$ cat src/design/core_consts.svh
// ~~~~~~~~~~~~~~~~~~~~~~~~~~~~~~~~~~~~~~~~~~~~~~~~~~~~~~~~~~~~
// Core constants
// Widths, sizes, opcodes and data memory seed of the pipeline
// ~~~~~~~~~~~~~~~~~~~~~~~~~~~~~~~~~~~~~~~~~~~~~~~~~~~~~~~~~~~~
`ifndef CORE_CONSTS_SVH
`define CORE_CONSTS_SVH

// Datapath and register file
`define CORE_XLEN        32
`define CORE_REG_AW      5
`define CORE_REG_NUM     32

// Data memory, 16 words
`define CORE_DMEM_AW     4
`define CORE_DMEM_WORDS  16
// Word i holds seed xor i after reset
`define CORE_DMEM_SEED   32'h1357_9BD0

// RISC-V major opcodes kept by the core
`define CORE_OPC_OP      7'b0110011
`define CORE_OPC_OPIMM   7'b0010011
`define CORE_OPC_LOAD    7'b0000011
`define CORE_F7_MUL      7'b0000001

// Shift-add steps of the multiplier
`define CORE_MUL_CYCLES  32

`endif
$ cat src/design/pipe_if.sv
// ~~~~~~~~~~~~~~~~~~~~~~~~~~~~~~~~~~~~~~~~~~~~~~~~~~~~~~~~~~~~
// Pipeline interfaces
// Fetch to decode, decode to execute, execute to memory
// ~~~~~~~~~~~~~~~~~~~~~~~~~~~~~~~~~~~~~~~~~~~~~~~~~~~~~~~~~~~~
`timescale 1ns/100ps
`default_nettype none
`include "core_consts.svh"

// Word taken when valid and not stall
interface fetch_if ();
  logic                  valid;
  logic [`CORE_XLEN-1:0] instr;
  logic [`CORE_XLEN-1:0] pc;
  logic                  stall;
  modport producer (output valid, instr, pc, input stall);
  modport consumer (input valid, instr, pc, output stall);
endinterface


`default_nettype wire

$ cat src/design/fetch_stage.sv
// ~~~~~~~~~~~~~~~~~~~~~~~~~~~~~~~~~~~~~~~~~~~~~~~~~~~~~~~~~~~~
// Fetch stage
// Four-phase instruction requester with a one-word buffer
// ~~~~~~~~~~~~~~~~~~~~~~~~~~~~~~~~~~~~~~~~~~~~~~~~~~~~~~~~~~~~
`timescale 1ns/100ps
`default_nettype none
`include "core_consts.svh"

module fetch_stage (
  input  logic                  clk,
  input  logic                  arst_n,
  output logic                  imem_req,
  output logic [`CORE_XLEN-1:0] imem_addr,
  input  logic                  imem_ack,
  input  logic [`CORE_XLEN-1:0] imem_data,
  fetch_if.producer             fq
);

  // Handshake phases
  localparam logic [1:0] S_IDLE = 2'd0;
  localparam logic [1:0] S_REQ  = 2'd1;
  localparam logic [1:0] S_DROP = 2'd2;

  logic [1:0]            state;
  logic                  buf_valid;
  logic [`CORE_XLEN-1:0] buf_word;
  logic [`CORE_XLEN-1:0] addr;
  logic                  take;
  logic                  buf_free;
  logic                  capture;

  // Decode takes the buffered word
  assign take     = buf_valid && !fq.stall;
  // Buffer empty now or emptied at this edge
  assign buf_free = !buf_valid || take;
  assign capture  = (state == S_REQ) && imem_ack;

  assign imem_req  = (state == S_REQ);
  // Address only moves on a take, never while req is up
  assign imem_addr = addr;

  assign fq.valid = buf_valid;
  assign fq.instr = buf_word;
  assign fq.pc    = addr;

  always_ff @(posedge clk or negedge arst_n) begin
    if (!arst_n) begin
      state     <= S_IDLE;
      buf_valid <= 1'b0;
      addr      <= '0;
    end else begin
      case (state)
        S_IDLE: if (buf_free) state <= S_REQ;
        S_REQ:  if (imem_ack) state <= S_DROP;
        // Wait for ack low before any new request
        S_DROP: if (!imem_ack) state <= buf_free ? S_REQ : S_IDLE;
        default: state <= S_IDLE;
      endcase
      if (capture) begin
        buf_valid <= 1'b1;
      end else if (take) begin
        buf_valid <= 1'b0;
      end
      if (take) begin
        addr <= addr + `CORE_XLEN'(4);
      end
    end
  end

  always_ff @(posedge clk) begin
    if (capture) begin
      buf_word <= imem_data;
    end
  end

endmodule

`default_nettype wire

$ cat src/flat_wrapper.sv
// flat-port wrapper written by rule: the top's interface ports become plain ports
module fetch_stage_flat 
  (clk, arst_n, imem_req, imem_addr, imem_ack, imem_data, fq_valid, fq_instr, fq_pc, fq_stall);
  fetch_if fq_i ();
  input  logic clk;
  input  logic arst_n;
  output logic imem_req;
  output logic [`CORE_XLEN-1:0] imem_addr;
  input  logic imem_ack;
  input  logic [`CORE_XLEN-1:0] imem_data;
  output wire logic [$bits(fq_i.valid)-1:0] fq_valid;
  output wire logic [$bits(fq_i.instr)-1:0] fq_instr;
  output wire logic [$bits(fq_i.pc)-1:0] fq_pc;
  input wire logic [$bits(fq_i.stall)-1:0] fq_stall;
  assign fq_valid = fq_i.valid;
  assign fq_instr = fq_i.instr;
  assign fq_pc = fq_i.pc;
  assign fq_i.stall = fq_stall;
  fetch_stage u_core (.clk(clk), .arst_n(arst_n), .imem_req(imem_req), .imem_addr(imem_addr), .imem_ack(imem_ack), .imem_data(imem_data), .fq(fq_i));
endmodule
$ cat config.mk
export PLATFORM = sky130hd
export DESIGN_NAME = fetch_stage_flat
export DESIGN_NICKNAME = d
export VERILOG_FILES = /design/src/design/pipe_if.sv /design/src/design/fetch_stage.sv /design/src/flat_wrapper.sv
export VERILOG_INCLUDE_DIRS = /design/src /design/src/design
export SDC_FILE = /design/constraint.sdc
export NUM_CORES = 1
export LEC_CHECK = 0
export BUFFER_PORTS_ARGS = -buffer_cell sky130_fd_sc_hd__buf_4
export CORE_MARGIN = 3
export CORE_UTILIZATION = 45
export DETAILED_ROUTE_END_ITERATION = 7
export HOLD_SLACK_MARGIN = 0.03
export PLACE_DENSITY_LB_ADDON = 0.05
export SLEW_MARGIN = 20
export SYNTH_ARGS = -nofsm -noshare
export SYNTH_HDL_FRONTEND = slang
export SYNTH_SLANG_ARGS = --single-unit
$ cat constraint.sdc
create_clock -name clk -period 2.11 [get_ports clk]
set_input_delay 0.633 -clock clk [delete_from_list [all_inputs] [get_ports clk]]
set_output_delay 0.633 -clock clk [all_outputs]
set_load 0.005 [all_outputs]
==> reports/results.ini <==
[outcome]
status = completed

[routing]
firstDrtPassIters = 4
wl_per_cell_um = 15.7
num_vias = 1803
route.detailed.drc = 0
ant_nets = 0
avgViaCountPerCell = 4.77
dr.first_iter.drc_count = 54
wirelength_um = 5920

[yosys]
synth_area_leaders = edfxtp_1 (35%), dfrtp_1 (30%), buf_4 (9.4%), xnor2_1 (7.4%), nand4_1 (2.5%)
syn_avg_cell_area_um2 = 14.3
ys_seq_elements = 65
synth_top_area_share_pct = 35.5
yosys_warnings = 0
synth_ff_type = dfrtp_1
ys_types = 28
synth_top_cell_by_area = edfxtp_1
synth_edf_count = 32
synthArstFlopShare_pct = 50.8
syn_area_um2 = 2710
synthCells = 189
seq_area_frac_synth_pct = 65.9

[clock_network]
cts_tree = built
cts_buffers = 9
cts-resized-gates = 0
cts_num_sinks = 65
h-tree-depth = 3
cts_root_buffer = clkbuf_8
clk_latency_ps = 330
post_cts_buffers = 0
holdBufCountCts = 0
clockBufferDepth = 2
clk_pin_slew_ps = 70

[floorplan]
die_area_um2 = 6990
std_cell_rows = 27
die_h_um = 83.6
die_w_um = 83.6
start_util_pct = 47.8
ios = 134
coreArea_um2 = 5680

[worst_setup_path]
crit_path_start_kind = register
endpoint_kind = register
crit_chain = ha_1 > nand3b_1 > nor4_4 > buf_4 > nand4_1 > xnor2_1
critical_path_arrival_ps = 2000
crit_fanout = 8
critPathKind = reg -> reg
slowest_delay_ps = 440
worstPathRequired_ps = 2330
crit_slowest_cell = dfrtp_1

[placed_design]
dp_hpwl_um = 4480
place_congestion = 0.759
portBuffers = 129

[layout]
final_common_cell = buf_4
antenna_cells = 0
final_cell_mix = buf_4 (132), dfrtp_1 (33), edfxtp_1 (32)
drive_gt1_share_pct = 51.3
nNetsFinal = 338
area_growth_pct = 39.6

[sta]
setup_viol = 0
rsz0062_at_grt = false
finalCriticalPeriod_ps = 1780
hold_viol_final = 0
finalSetupTns_ps = 0
fin_crit_sh_pct = 84.4
drv_slew = 0
fmaxAchievable_mhz = 562
fin_skew_ps = 9.36
hold_ws_ps = 227

[power_and_ir_drop]
power.density_nw_per_um2 = 928
power.leakage_uw = 0.00182
vdd_drop_max_v = 0.000707
p_seq_share_pct = 48.3
p_comb_share_pct = 19.1
p_int_uw = 2610
swShare_pct = 25.5
pwr-share-clk_pct = 32.5
power_switching_uw = 895

[worst_hold_path]
hold_path_class = in -> async

[job]
maxCapViolations = 0

[grt]
grt_pass1_wl_um = 9340
grt_max_degree = 34
antenna_found_initial = 0
grt_usage_pct = 17.2
grt_pass1_vias = 1738
overflow = 0

==> power groups by stage <==
stage	combinational [uW]	clock (uW)	sequential (uW)
floorplan	269	0	1720
global placement	674	0	1720
detailed placement	687	0	1720
CTS	687	1170	1700
global route	727	1230	1720
finish	672	1140	1700
==> final timing paths <==
check | start | to | slack [ps] | cells after the start
worst max register to register | u_core.fq.pc[2] | u_core.fq.pc[18] | 330 | 6
min in group clk | imem_data[7] | u_core.fq.instr[7] | 470 | 1
worst max-delay path | u_core.fq.pc[2] | u_core.fq.pc[18] | 330 | 6
worst min register to register | u_core.fq.pc[31] | u_core.fq.pc[31] | 530 | 1
worst min-delay path | arst_n | u_core.fq.pc[2] | 230 | 1
max in group asynchronous | arst_n | u_core.fq.pc[4] | 1570 | 1
==> area by class of cell <==
type	instances	area [um2]
Fill cell	455	1890
Sequential cell	65	1790
Inverter	3	11.3
Multi-Input combinational cell	89	664
Clock inverter	7	95.1
Timing Repair Buffer	133	1010
Tap cell	72	90.1
Clock buffer	9	124
==> layer usage <==
metal / vias to the layer above / global-route usage (%) / share of wire (%)
li1: 844 / - / -
met1: 871 / 20.6 / 40
met2: 80 / 29.1 / 51
met3: 8 / 5.23 / 7.1
met4: 0 / 6.58 / 1.2
met5: - / 0 / 0
==> sequential cells by signal, indices dropped and copies added, names as in the netlist <==
| signal | flops |
|---|---|
| u_core.state | 2 |
| u_core.fq.valid | 1 |
| u_core.fq.instr | 32 |
| u_core.fq.pc | 30 |
==> synth_stat cells, types with 2 or more instances <==
master and count:
nor2_1 5, inv_1 3, nand4_1 11, nand2_1 7
nor4_4 2, buf_4 34, xnor2_1 23, edfxtp_1 32
and2_1 2, and3_1 5, nand3_1 8, nor2b_1 2
xor2_1 7, dfrtp_1 33, a21o_1 2
==> per-stage QoR <==
stage / worst slack [ps] / utilization [%] / total power (uW) / std cells / instance area [um2]
after floorplan: 274 / - / 1990 / 192 / 2720
after global placement: 274 / 62.8 / 2390 / 362 / 3560
after detailed placement: 224 / 62.8 / 2410 / 362 / 3560
after CTS: 338 / 66.6 / 3560 / 378 / 3780
after global routing: 237 / 66.6 / 3680 / 378 / 3780
final: 329 / 66.6 / 3510 / 378 / 3780
==> worst max-delay path, delay by kind of cell (launching register included) <==
kind	cells	cell delay, ps
XOR/XNOR	1	150
buffers and inverters	1	200
flip-flops	1	440
AND/OR/NAND/NOR	3	600
adder cells (fa/ha/maj)	1	270
==> cell families after synthesis <==
logic type | count (synthesis) | synth area share, %
xor+xnor | 30 | 9.70
other cells | 1 | 0.138
buf+inv | 38 | 9.97
compound gates | 3 | 0.877
mux | 1 | 0.415
fa+ha+maj | 1 | 0.462
flops | 65 | 65.9
simple gates | 50 | 12.5
Note: power is estimated with default switching activity, not from simulation.
