`config.mk`:
```
export PLATFORM = sky130hd
export DESIGN_NAME = execute_stage_flat
export DESIGN_NICKNAME = d
export VERILOG_FILES = /design/src/design/core_pkg.sv /design/src/design/pipe_if.sv /design/src/design/execute_stage.sv /design/src/flat_wrapper.sv
export VERILOG_INCLUDE_DIRS = /design/src /design/src/design
export SDC_FILE = /design/constraint.sdc
export NUM_CORES = 1
export LEC_CHECK = 0
export ABC_AREA = 0
export BUFFER_PORTS_ARGS = -buffer_cell sky130_fd_sc_hd__clkbuf_2
export CORE_MARGIN = 2
export CORE_UTILIZATION = 60
export CTS_BUF_LIST = sky130_fd_sc_hd__clkbuf_4 sky130_fd_sc_hd__clkbuf_8
export CTS_CLUSTER_DIAMETER = 80
export DETAILED_ROUTE_END_ITERATION = 8
export GPL_TIMING_DRIVEN = 1
export PLACE_DENSITY = 0.84
export RECOVER_POWER = 100
export SLEW_MARGIN = 20
export SYNTH_ARGS = -nofsm -noshare
export SYNTH_HDL_FRONTEND = slang
export SYNTH_SLANG_ARGS = --single-unit
```
`constraint.sdc`:
```
create_clock -name clk -period 8.5 [get_ports clk]
set_clock_uncertainty 0.1 [all_clocks]
set_input_delay 0.85 -clock clk [delete_from_list [all_inputs] [get_ports clk]]
set_output_delay 0.85 -clock clk [all_outputs]
set_load 0.02 [all_outputs]
```
`src/design/core_consts.svh`:
```
// ~~~~~~~~~~~~~~~~~~~~~~~~~~~~~~~~~~~~~~~~~~~~~~~~~~~~~~~~~~~~
// Core constants
// Widths, sizes, opcodes and data memory seed of the pipeline
// ~~~~~~~~~~~~~~~~~~~~~~~~~~~~~~~~~~~~~~~~~~~~~~~~~~~~~~~~~~~~
`ifndef CORE_CONSTS_SVH
`define CORE_CONSTS_SVH

// Datapath and register file
`define CORE_XLEN        32
`define CORE_REG_AW      5
`define CORE_REG_NUM     32

// Data memory, 16 words
`define CORE_DMEM_AW     4
`define CORE_DMEM_WORDS  16
// Word i holds seed xor i after reset
`define CORE_DMEM_SEED   32'h1357_9BD0

// RISC-V major opcodes kept by the core
`define CORE_OPC_OP      7'b0110011
`define CORE_OPC_OPIMM   7'b0010011
`define CORE_OPC_LOAD    7'b0000011
`define CORE_F7_MUL      7'b0000001

// Shift-add steps of the multiplier
`define CORE_MUL_CYCLES  32

`endif
```
`src/design/core_pkg.sv`:
```
// ~~~~~~~~~~~~~~~~~~~~~~~~~~~~~~~~~~~~~~~~~~~~~~~~~~~~~~~~~~~~
// Core package
// Instruction word views and the execute operation code
// ~~~~~~~~~~~~~~~~~~~~~~~~~~~~~~~~~~~~~~~~~~~~~~~~~~~~~~~~~~~~
`default_nettype none
`include "core_consts.svh"

package core_pkg;

  // Register-register format
  typedef struct packed {
    logic [6:0]              funct7;
    logic [`CORE_REG_AW-1:0] rs2;
    logic [`CORE_REG_AW-1:0] rs1;
    logic [2:0]              funct3;
    logic [`CORE_REG_AW-1:0] rd;
    logic [6:0]              opcode;
  } instr_r_t;

  // Immediate format, rs2 and funct7 replaced by imm
  typedef struct packed {
    logic [11:0]             imm;
    logic [`CORE_REG_AW-1:0] rs1;
    logic [2:0]              funct3;
    logic [`CORE_REG_AW-1:0] rd;
    logic [6:0]              opcode;
  } instr_i_t;

  // Same 32 bits seen through either format
  typedef union packed {
    instr_r_t r;
    instr_i_t i;
  } instr_word_u;

  typedef enum logic [1:0] {
    OP_ADD  = 2'd0,
    OP_MUL  = 2'd1,
    OP_LOAD = 2'd2
  } alu_op_e;

endpackage

`default_nettype wire

```
`src/design/pipe_if.sv`:
```
// ~~~~~~~~~~~~~~~~~~~~~~~~~~~~~~~~~~~~~~~~~~~~~~~~~~~~~~~~~~~~
// Pipeline interfaces
// Fetch to decode, decode to execute, execute to memory
// ~~~~~~~~~~~~~~~~~~~~~~~~~~~~~~~~~~~~~~~~~~~~~~~~~~~~~~~~~~~~
`timescale 1ns/100ps
`default_nettype none
`include "core_consts.svh"


// Hold comes back from execute while the multiplier runs
interface id_ex_if import core_pkg::*; ();
  logic                    valid;
  alu_op_e                 op;
  logic [`CORE_REG_AW-1:0] rd;
  logic [`CORE_REG_AW-1:0] rs1;
  logic [`CORE_REG_AW-1:0] rs2;
  logic [`CORE_XLEN-1:0]   opa;
  logic [`CORE_XLEN-1:0]   opb;
  logic                    hold;
  modport producer (output valid, op, rd, rs1, rs2, opa, opb, input hold);
  modport consumer (input valid, op, rd, rs1, rs2, opa, opb, output hold);
endinterface

// Result is the byte address for a load
interface ex_wb_if import core_pkg::*; ();
  logic                    valid;
  alu_op_e                 op;
  logic [`CORE_REG_AW-1:0] rd;
  logic [`CORE_XLEN-1:0]   result;
  modport producer (output valid, op, rd, result);
  modport consumer (input valid, op, rd, result);
endinterface

`default_nettype wire

```
`src/design/execute_stage.sv`:
```
// ~~~~~~~~~~~~~~~~~~~~~~~~~~~~~~~~~~~~~~~~~~~~~~~~~~~~~~~~~~~~
// Execute stage
// Forwarding, adder, shift-add multiplier and EX/MEM register
// ~~~~~~~~~~~~~~~~~~~~~~~~~~~~~~~~~~~~~~~~~~~~~~~~~~~~~~~~~~~~
`timescale 1ns/100ps
`default_nettype none
`include "core_consts.svh"

module execute_stage import core_pkg::*; (
  input  logic                    clk,
  input  logic                    arst_n,
  id_ex_if.consumer               dq,
  ex_wb_if.producer               eq,
  input  logic                    wb_valid,
  input  logic [`CORE_REG_AW-1:0] wb_rd,
  input  logic [`CORE_XLEN-1:0]   wb_data,
  output logic                    mul_busy,
  output logic                    mul_done
);

  localparam int CNT_W = $clog2(`CORE_MUL_CYCLES);

  logic [`CORE_XLEN-1:0] opa_f;
  logic [`CORE_XLEN-1:0] opb_f;
  logic [`CORE_XLEN-1:0] sum;
  logic [`CORE_XLEN-1:0] mcand;
  logic [`CORE_XLEN-1:0] mplier;
  logic [`CORE_XLEN-1:0] acc;
  logic [`CORE_XLEN-1:0] acc_next;
  logic [CNT_W-1:0]      cnt;
  logic                  is_mul;
  logic                  mul_start;

  // Write-back result overrides a stale operand
  assign opa_f = (wb_valid && (dq.rs1 != '0) && (wb_rd == dq.rs1)) ? wb_data : dq.opa;
  assign opb_f = (wb_valid && (dq.rs2 != '0) && (wb_rd == dq.rs2)) ? wb_data : dq.opb;
  // Sum for ADD, ADDI and the load address
  assign sum   = opa_f + opb_f;

  assign is_mul    = dq.valid && (dq.op == OP_MUL);
  // First EX cycle latches the forwarded operands
  assign mul_start = is_mul && !mul_busy;
  // Last step runs combinationally in the done cycle
  assign mul_done  = mul_busy && (cnt == CNT_W'(`CORE_MUL_CYCLES - 1));
  assign acc_next  = acc + (mplier[0] ? mcand : '0);

  // MUL sits in EX for CORE_MUL_CYCLES plus one cycles
  assign dq.hold = is_mul && !mul_done;

  always_ff @(posedge clk or negedge arst_n) begin
    if (!arst_n) begin
      mul_busy <= 1'b0;
      cnt      <= '0;
    end else if (mul_start) begin
      mul_busy <= 1'b1;
      cnt      <= '0;
    end else if (mul_busy) begin
      if (mul_done) begin
        mul_busy <= 1'b0;
      end
      cnt <= cnt + 1'b1;
    end
  end

  // One multiplier bit per cycle, low word kept
  always_ff @(posedge clk) begin
    if (mul_start) begin
      acc    <= '0;
      mcand  <= opa_f;
      mplier <= opb_f;
    end else if (mul_busy) begin
      acc    <= acc_next;
      mcand  <= mcand << 1;
      mplier <= mplier >> 1;
    end
  end

  // EX/MEM register, empty while the MUL iterates
  always_ff @(posedge clk or negedge arst_n) begin
    if (!arst_n) begin
      eq.valid <= 1'b0;
    end else begin
      eq.valid <= dq.valid && !dq.hold;
    end
  end

  always_ff @(posedge clk) begin
    eq.op     <= dq.op;
    eq.rd     <= dq.rd;
    eq.result <= (dq.op == OP_MUL) ? acc_next : sum;
  end

endmodule

`default_nettype wire

```
`src/flat_wrapper.sv`:
```
// flat-port wrapper written by rule: the top's interface ports become plain ports
module execute_stage_flat import core_pkg::*;
  (clk, arst_n, wb_valid, wb_rd, wb_data, mul_busy, mul_done, dq_valid, dq_op, dq_rd, dq_rs1, dq_rs2, dq_opa, dq_opb, dq_hold, eq_valid, eq_op, eq_rd, eq_result);
  id_ex_if dq_i ();
  ex_wb_if eq_i ();
  input  logic clk;
  input  logic arst_n;
  input  logic wb_valid;
  input  logic [`CORE_REG_AW-1:0] wb_rd;
  input  logic [`CORE_XLEN-1:0] wb_data;
  output logic mul_busy;
  output logic mul_done;
  input wire logic [$bits(dq_i.valid)-1:0] dq_valid;
  input wire logic [$bits(dq_i.op)-1:0] dq_op;
  input wire logic [$bits(dq_i.rd)-1:0] dq_rd;
  input wire logic [$bits(dq_i.rs1)-1:0] dq_rs1;
  input wire logic [$bits(dq_i.rs2)-1:0] dq_rs2;
  input wire logic [$bits(dq_i.opa)-1:0] dq_opa;
  input wire logic [$bits(dq_i.opb)-1:0] dq_opb;
  output wire logic [$bits(dq_i.hold)-1:0] dq_hold;
  output wire logic [$bits(eq_i.valid)-1:0] eq_valid;
  output wire logic [$bits(eq_i.op)-1:0] eq_op;
  output wire logic [$bits(eq_i.rd)-1:0] eq_rd;
  output wire logic [$bits(eq_i.result)-1:0] eq_result;
  assign dq_i.valid = dq_valid;
  assign dq_i.op = dq_op;
  assign dq_i.rd = dq_rd;
  assign dq_i.rs1 = dq_rs1;
  assign dq_i.rs2 = dq_rs2;
  assign dq_i.opa = dq_opa;
  assign dq_i.opb = dq_opb;
  assign dq_hold = dq_i.hold;
  assign eq_valid = eq_i.valid;
  assign eq_op = eq_i.op;
  assign eq_rd = eq_i.rd;
  assign eq_result = eq_i.result;
  execute_stage u_core (.clk(clk), .arst_n(arst_n), .dq(dq_i), .eq(eq_i), .wb_valid(wb_valid), .wb_rd(wb_rd), .wb_data(wb_data), .mul_busy(mul_busy), .mul_done(mul_done));
endmodule
```
==> metrics.md <==
| Metric | Value |
|---|---|
| Slew @ Worst Pin | 4260 ps |
| Num Clock Sinks | 142 |
| Core area | 16600 µm² |
| CP bufs+invs | 3 |
| Die height | 135 µm |
| Final Cycle Share | 76.6% |
| Clock root cell | clkbuf_8 |
| Ys async rst share | 4.93% |
| Drt first-iter violations | 1062 |
| CP dominant cell by count | clkbuf_1 |
| Vias | 9918 |
| CP startpoint kind | primary input |
| CP max stage cell | clkbuf_1 |
| CTS tree | built |
| ANT nets after route | 0 |
| Antenna Cells | 0 |
| Synth Register Bits | 142 |
| Syn nets | 1435 |
| Setup Buffers After CTS | 0 |
| Final Slew Violations | 273 |
| Global-route wire length before repair | 46.5 mm |
| Flop-to-flop setup slack | 3050 ps |
| Pin count of the biggest net entering global routing | 101 |
| DRT Pass-1 Iters | 7 |
| Worst-Skew Late Latency | 470 ps |
| Total CTS buffers | 17 |
| Main synth FF type | dfxtp_1 |
| DR vias/cell | 6.13 |
| CTS Hold Buffers Added | 0 |
| Io pins | 165 |
| Synth warn | 0 |
| Worst path max stage delay | 2990 ps |
| P per Cell Area | 351 nW/µm² |
| DP HPWL | 21.7 mm |
| Mapped Area | 10300 µm² |
| R2R cell count | 5 |
| Port bufs | 164 |
| Crit path max fanout | 100 |
| Pleak | 5.15 nW |
| Die W | 135 µm |
| Hold Path Class | primary input to async pin |
| Sequential share of the synthesized area | 34.2% |
| Synthesized instance count | 1252 |
| Total grt overflow | 0 |
| Tmin final | 6510 ps |
| Place WS | 2680 ps |
| Max cap viols | 5 |
| Failing checks | capacitance limit, slew limit |
| Arrival @ worst endpoint | 6660 ps |
| Total Routing Usage GR | 32.5% |
| Sum Neg Setup Slack | 0 ps |
| Crit-path cells | clkbuf_1, nor2b_1, clkbuf_1, nand2_1, nor2_4, clkbuf_1, nor2_1, a31oi_1 |
| Initial Util | 61.8% |
| Residual DRC | 0 |
| CP delay by family, top | buffers and inverters |
| Final setup violation count | 0 |
| EDFF count, synth | 64 |
| Final GP Congestion | 0.943 |
| Synth-to-Final Area Change | 11.9% |
| Post-CTS sizing | 0 |
| Critical R2R Launch | u_core.mul_busy$_DFF_PN0_ |
| Critical path endpoint category | flop |
| Crit path kind | primary input to flop |
| Share of post-route cells with drive strength above 1 | 13.8% |
| Row Count | 47 |
| Total power | 4.04 mW |
| Final hold viol count | 0 |
| Max_slew headroom | -184% |
| Synth area leaders | edfxtp_1 19%, dfxtp_1 14%, nand2_1 8.7%, ha_1 7.2%, xnor2_1 4.1% |
| Die area | 18200 µm² |
| Drt wl/cell | 18.0 µm |
| Syn_area_per_cell | 8.21 µm² |
| Synth top area share | 18.7% |
| RSZ-0062 raised after global routing | false |
| Longest Clk Path Bufs | 2 |
| Initial antenna violation count | 0 |
| Post-synth top area cell | edfxtp_1 |
| Number of H-tree levels | 4 |
| CP Data Required Time | 8650 ps |
| Max frequency | 0.154 GHz |
| Nets | 1569 |
| Crit Reg-Reg Endpoint | u_core.mcand[24]$_DFFE_PP_ |
| Status | finished, violations left |
| Worst setup margin | 1990 ps |
| Final wirelength | 29.2 mm |
| CTS clk-pin slew, worst paths | 80 ps |
| Crit path launch | dq_op[0] |
| Peak VDD IR | 208 µV |
| Count of unique library cells instantiated by Yosys | 90 |
| Vias in the first global route | 8992 |
==> per-layer routing <==
metal	track usage (%)	share of wire, %	up-vias
met2	46.8	42	533
met3	6.19	11	46
met1	49.3	45	4553
met5	0	0	-
met4	9.53	2.1	0
li1	-	-	4786
==> layout by cell type (no fill, tap or decap), types with 48 or more instances in the layout <==
master | netlist | routed
a21oi_1 | 73 | 73
a31oi_1 | 65 | 66
clkbuf_1 | 49 | 51
clkbuf_2 | 0 | 119
dfxtp_1 | 71 | 71
edfxtp_1 | 64 | 64
ha_1 | 59 | 59
nand2_1 | 238 | 238
nor2_1 | 108 | 107
o21ai_0 | 65 | 70
xnor2_1 | 48 | 48
==> sequential cells by signal (all words and copies together), names as in the netlist, 2 cells and up <==
signal            count
u_core.acc           32
u_core.eq.result     32
u_core.mcand         32
u_core.mplier        32
u_core.cnt            5
u_core.eq.rd          5
u_core.eq.op          2
==> report_power, final <==
part,internal [mW],switching (mW)
sequential,1.15,0.184
clock,0.312,0.273
combinational,0.890,1.23
total,2.35,1.69
==> synthesized netlist by cell type, drive strengths merged, types with 5 or more instances <==
cell    number
nor2b       11
nand2      239
xor2        29
a22o        27
edfxtp      64
nand3       23
o22ai        9
a31oi       66
o31ai       16
o221ai       6
buf         11
nor4         9
o21bai      11
and2        39
nand2b       8
a21o        25
nor2       111
xnor2       48
o21a         7
nor3        22
a22oi        6
and3         8
dfxtp       71
dfrtp        7
o21ai       73
mux2i       11
inv         37
ha          59
a311oi       5
clkbuf      49
a21oi       74
o211ai       7
or3          5
==> through the flow <==
| step | hold WS, ps | area, µm² | cells | utilization, % |
|---|---|---|---|---|
| after floorplan | 332 | 10300 | 1252 | - |
| after global placement | 343 | 11300 | 1587 | 67.6 |
| after detailed placement | 357 | 11300 | 1587 | 67.6 |
| after CTS | 91.6 | 11700 | 1619 | 70.1 |
| after global routing | 191 | 11500 | 1619 | 69.1 |
| final | 162 | 11500 | 1619 | 69.1 |
==> worst max-delay path by stage <==
stage	slack (ps)	endpoint	depth (start not counted)
global route	1430	u_core.mcand[15]$_DFFE_PP_	8
finish	1990	u_core.mcand[24]$_DFFE_PP_	8
floorplan	2790	u_core.eq.result[30]$_DFF_P_	23
CTS	3190	u_core.eq.result[25]$_DFF_P_	20
detailed placement	2680	u_core.eq.result[25]$_DFF_P_	20
global placement	2780	u_core.eq.result[25]$_DFF_P_	20
==> logic make-up (layout without fill, tap and decap cells) <==
| logic type | Yosys count | in the layout | share of synthesized area, % |
|---|---|---|---|
| xor gates and xnor gates | 77 | 77 | 6.63 |
| buffers and inverters | 97 | 244 | 3.61 |
| DFF | 142 | 142 | 34.2 |
| muxes | 13 | 13 | 1.33 |
| adders and majority gates | 63 | 63 | 7.76 |
| AOI/OAI and AO/OA | 369 | 369 | 24.8 |
| and+or+nand+nor | 491 | 491 | 21.7 |
==> final cells by class <==
type	instances	area (µm²)
clock buffer	22	278
clock inverter	10	136
fill	1404	5140
inverter	37	140
multi-input combinational	1013	6330
sequential	142	3520
tap	220	275
timing repair buffer	175	825
Power figures use the tool's default switching activity.
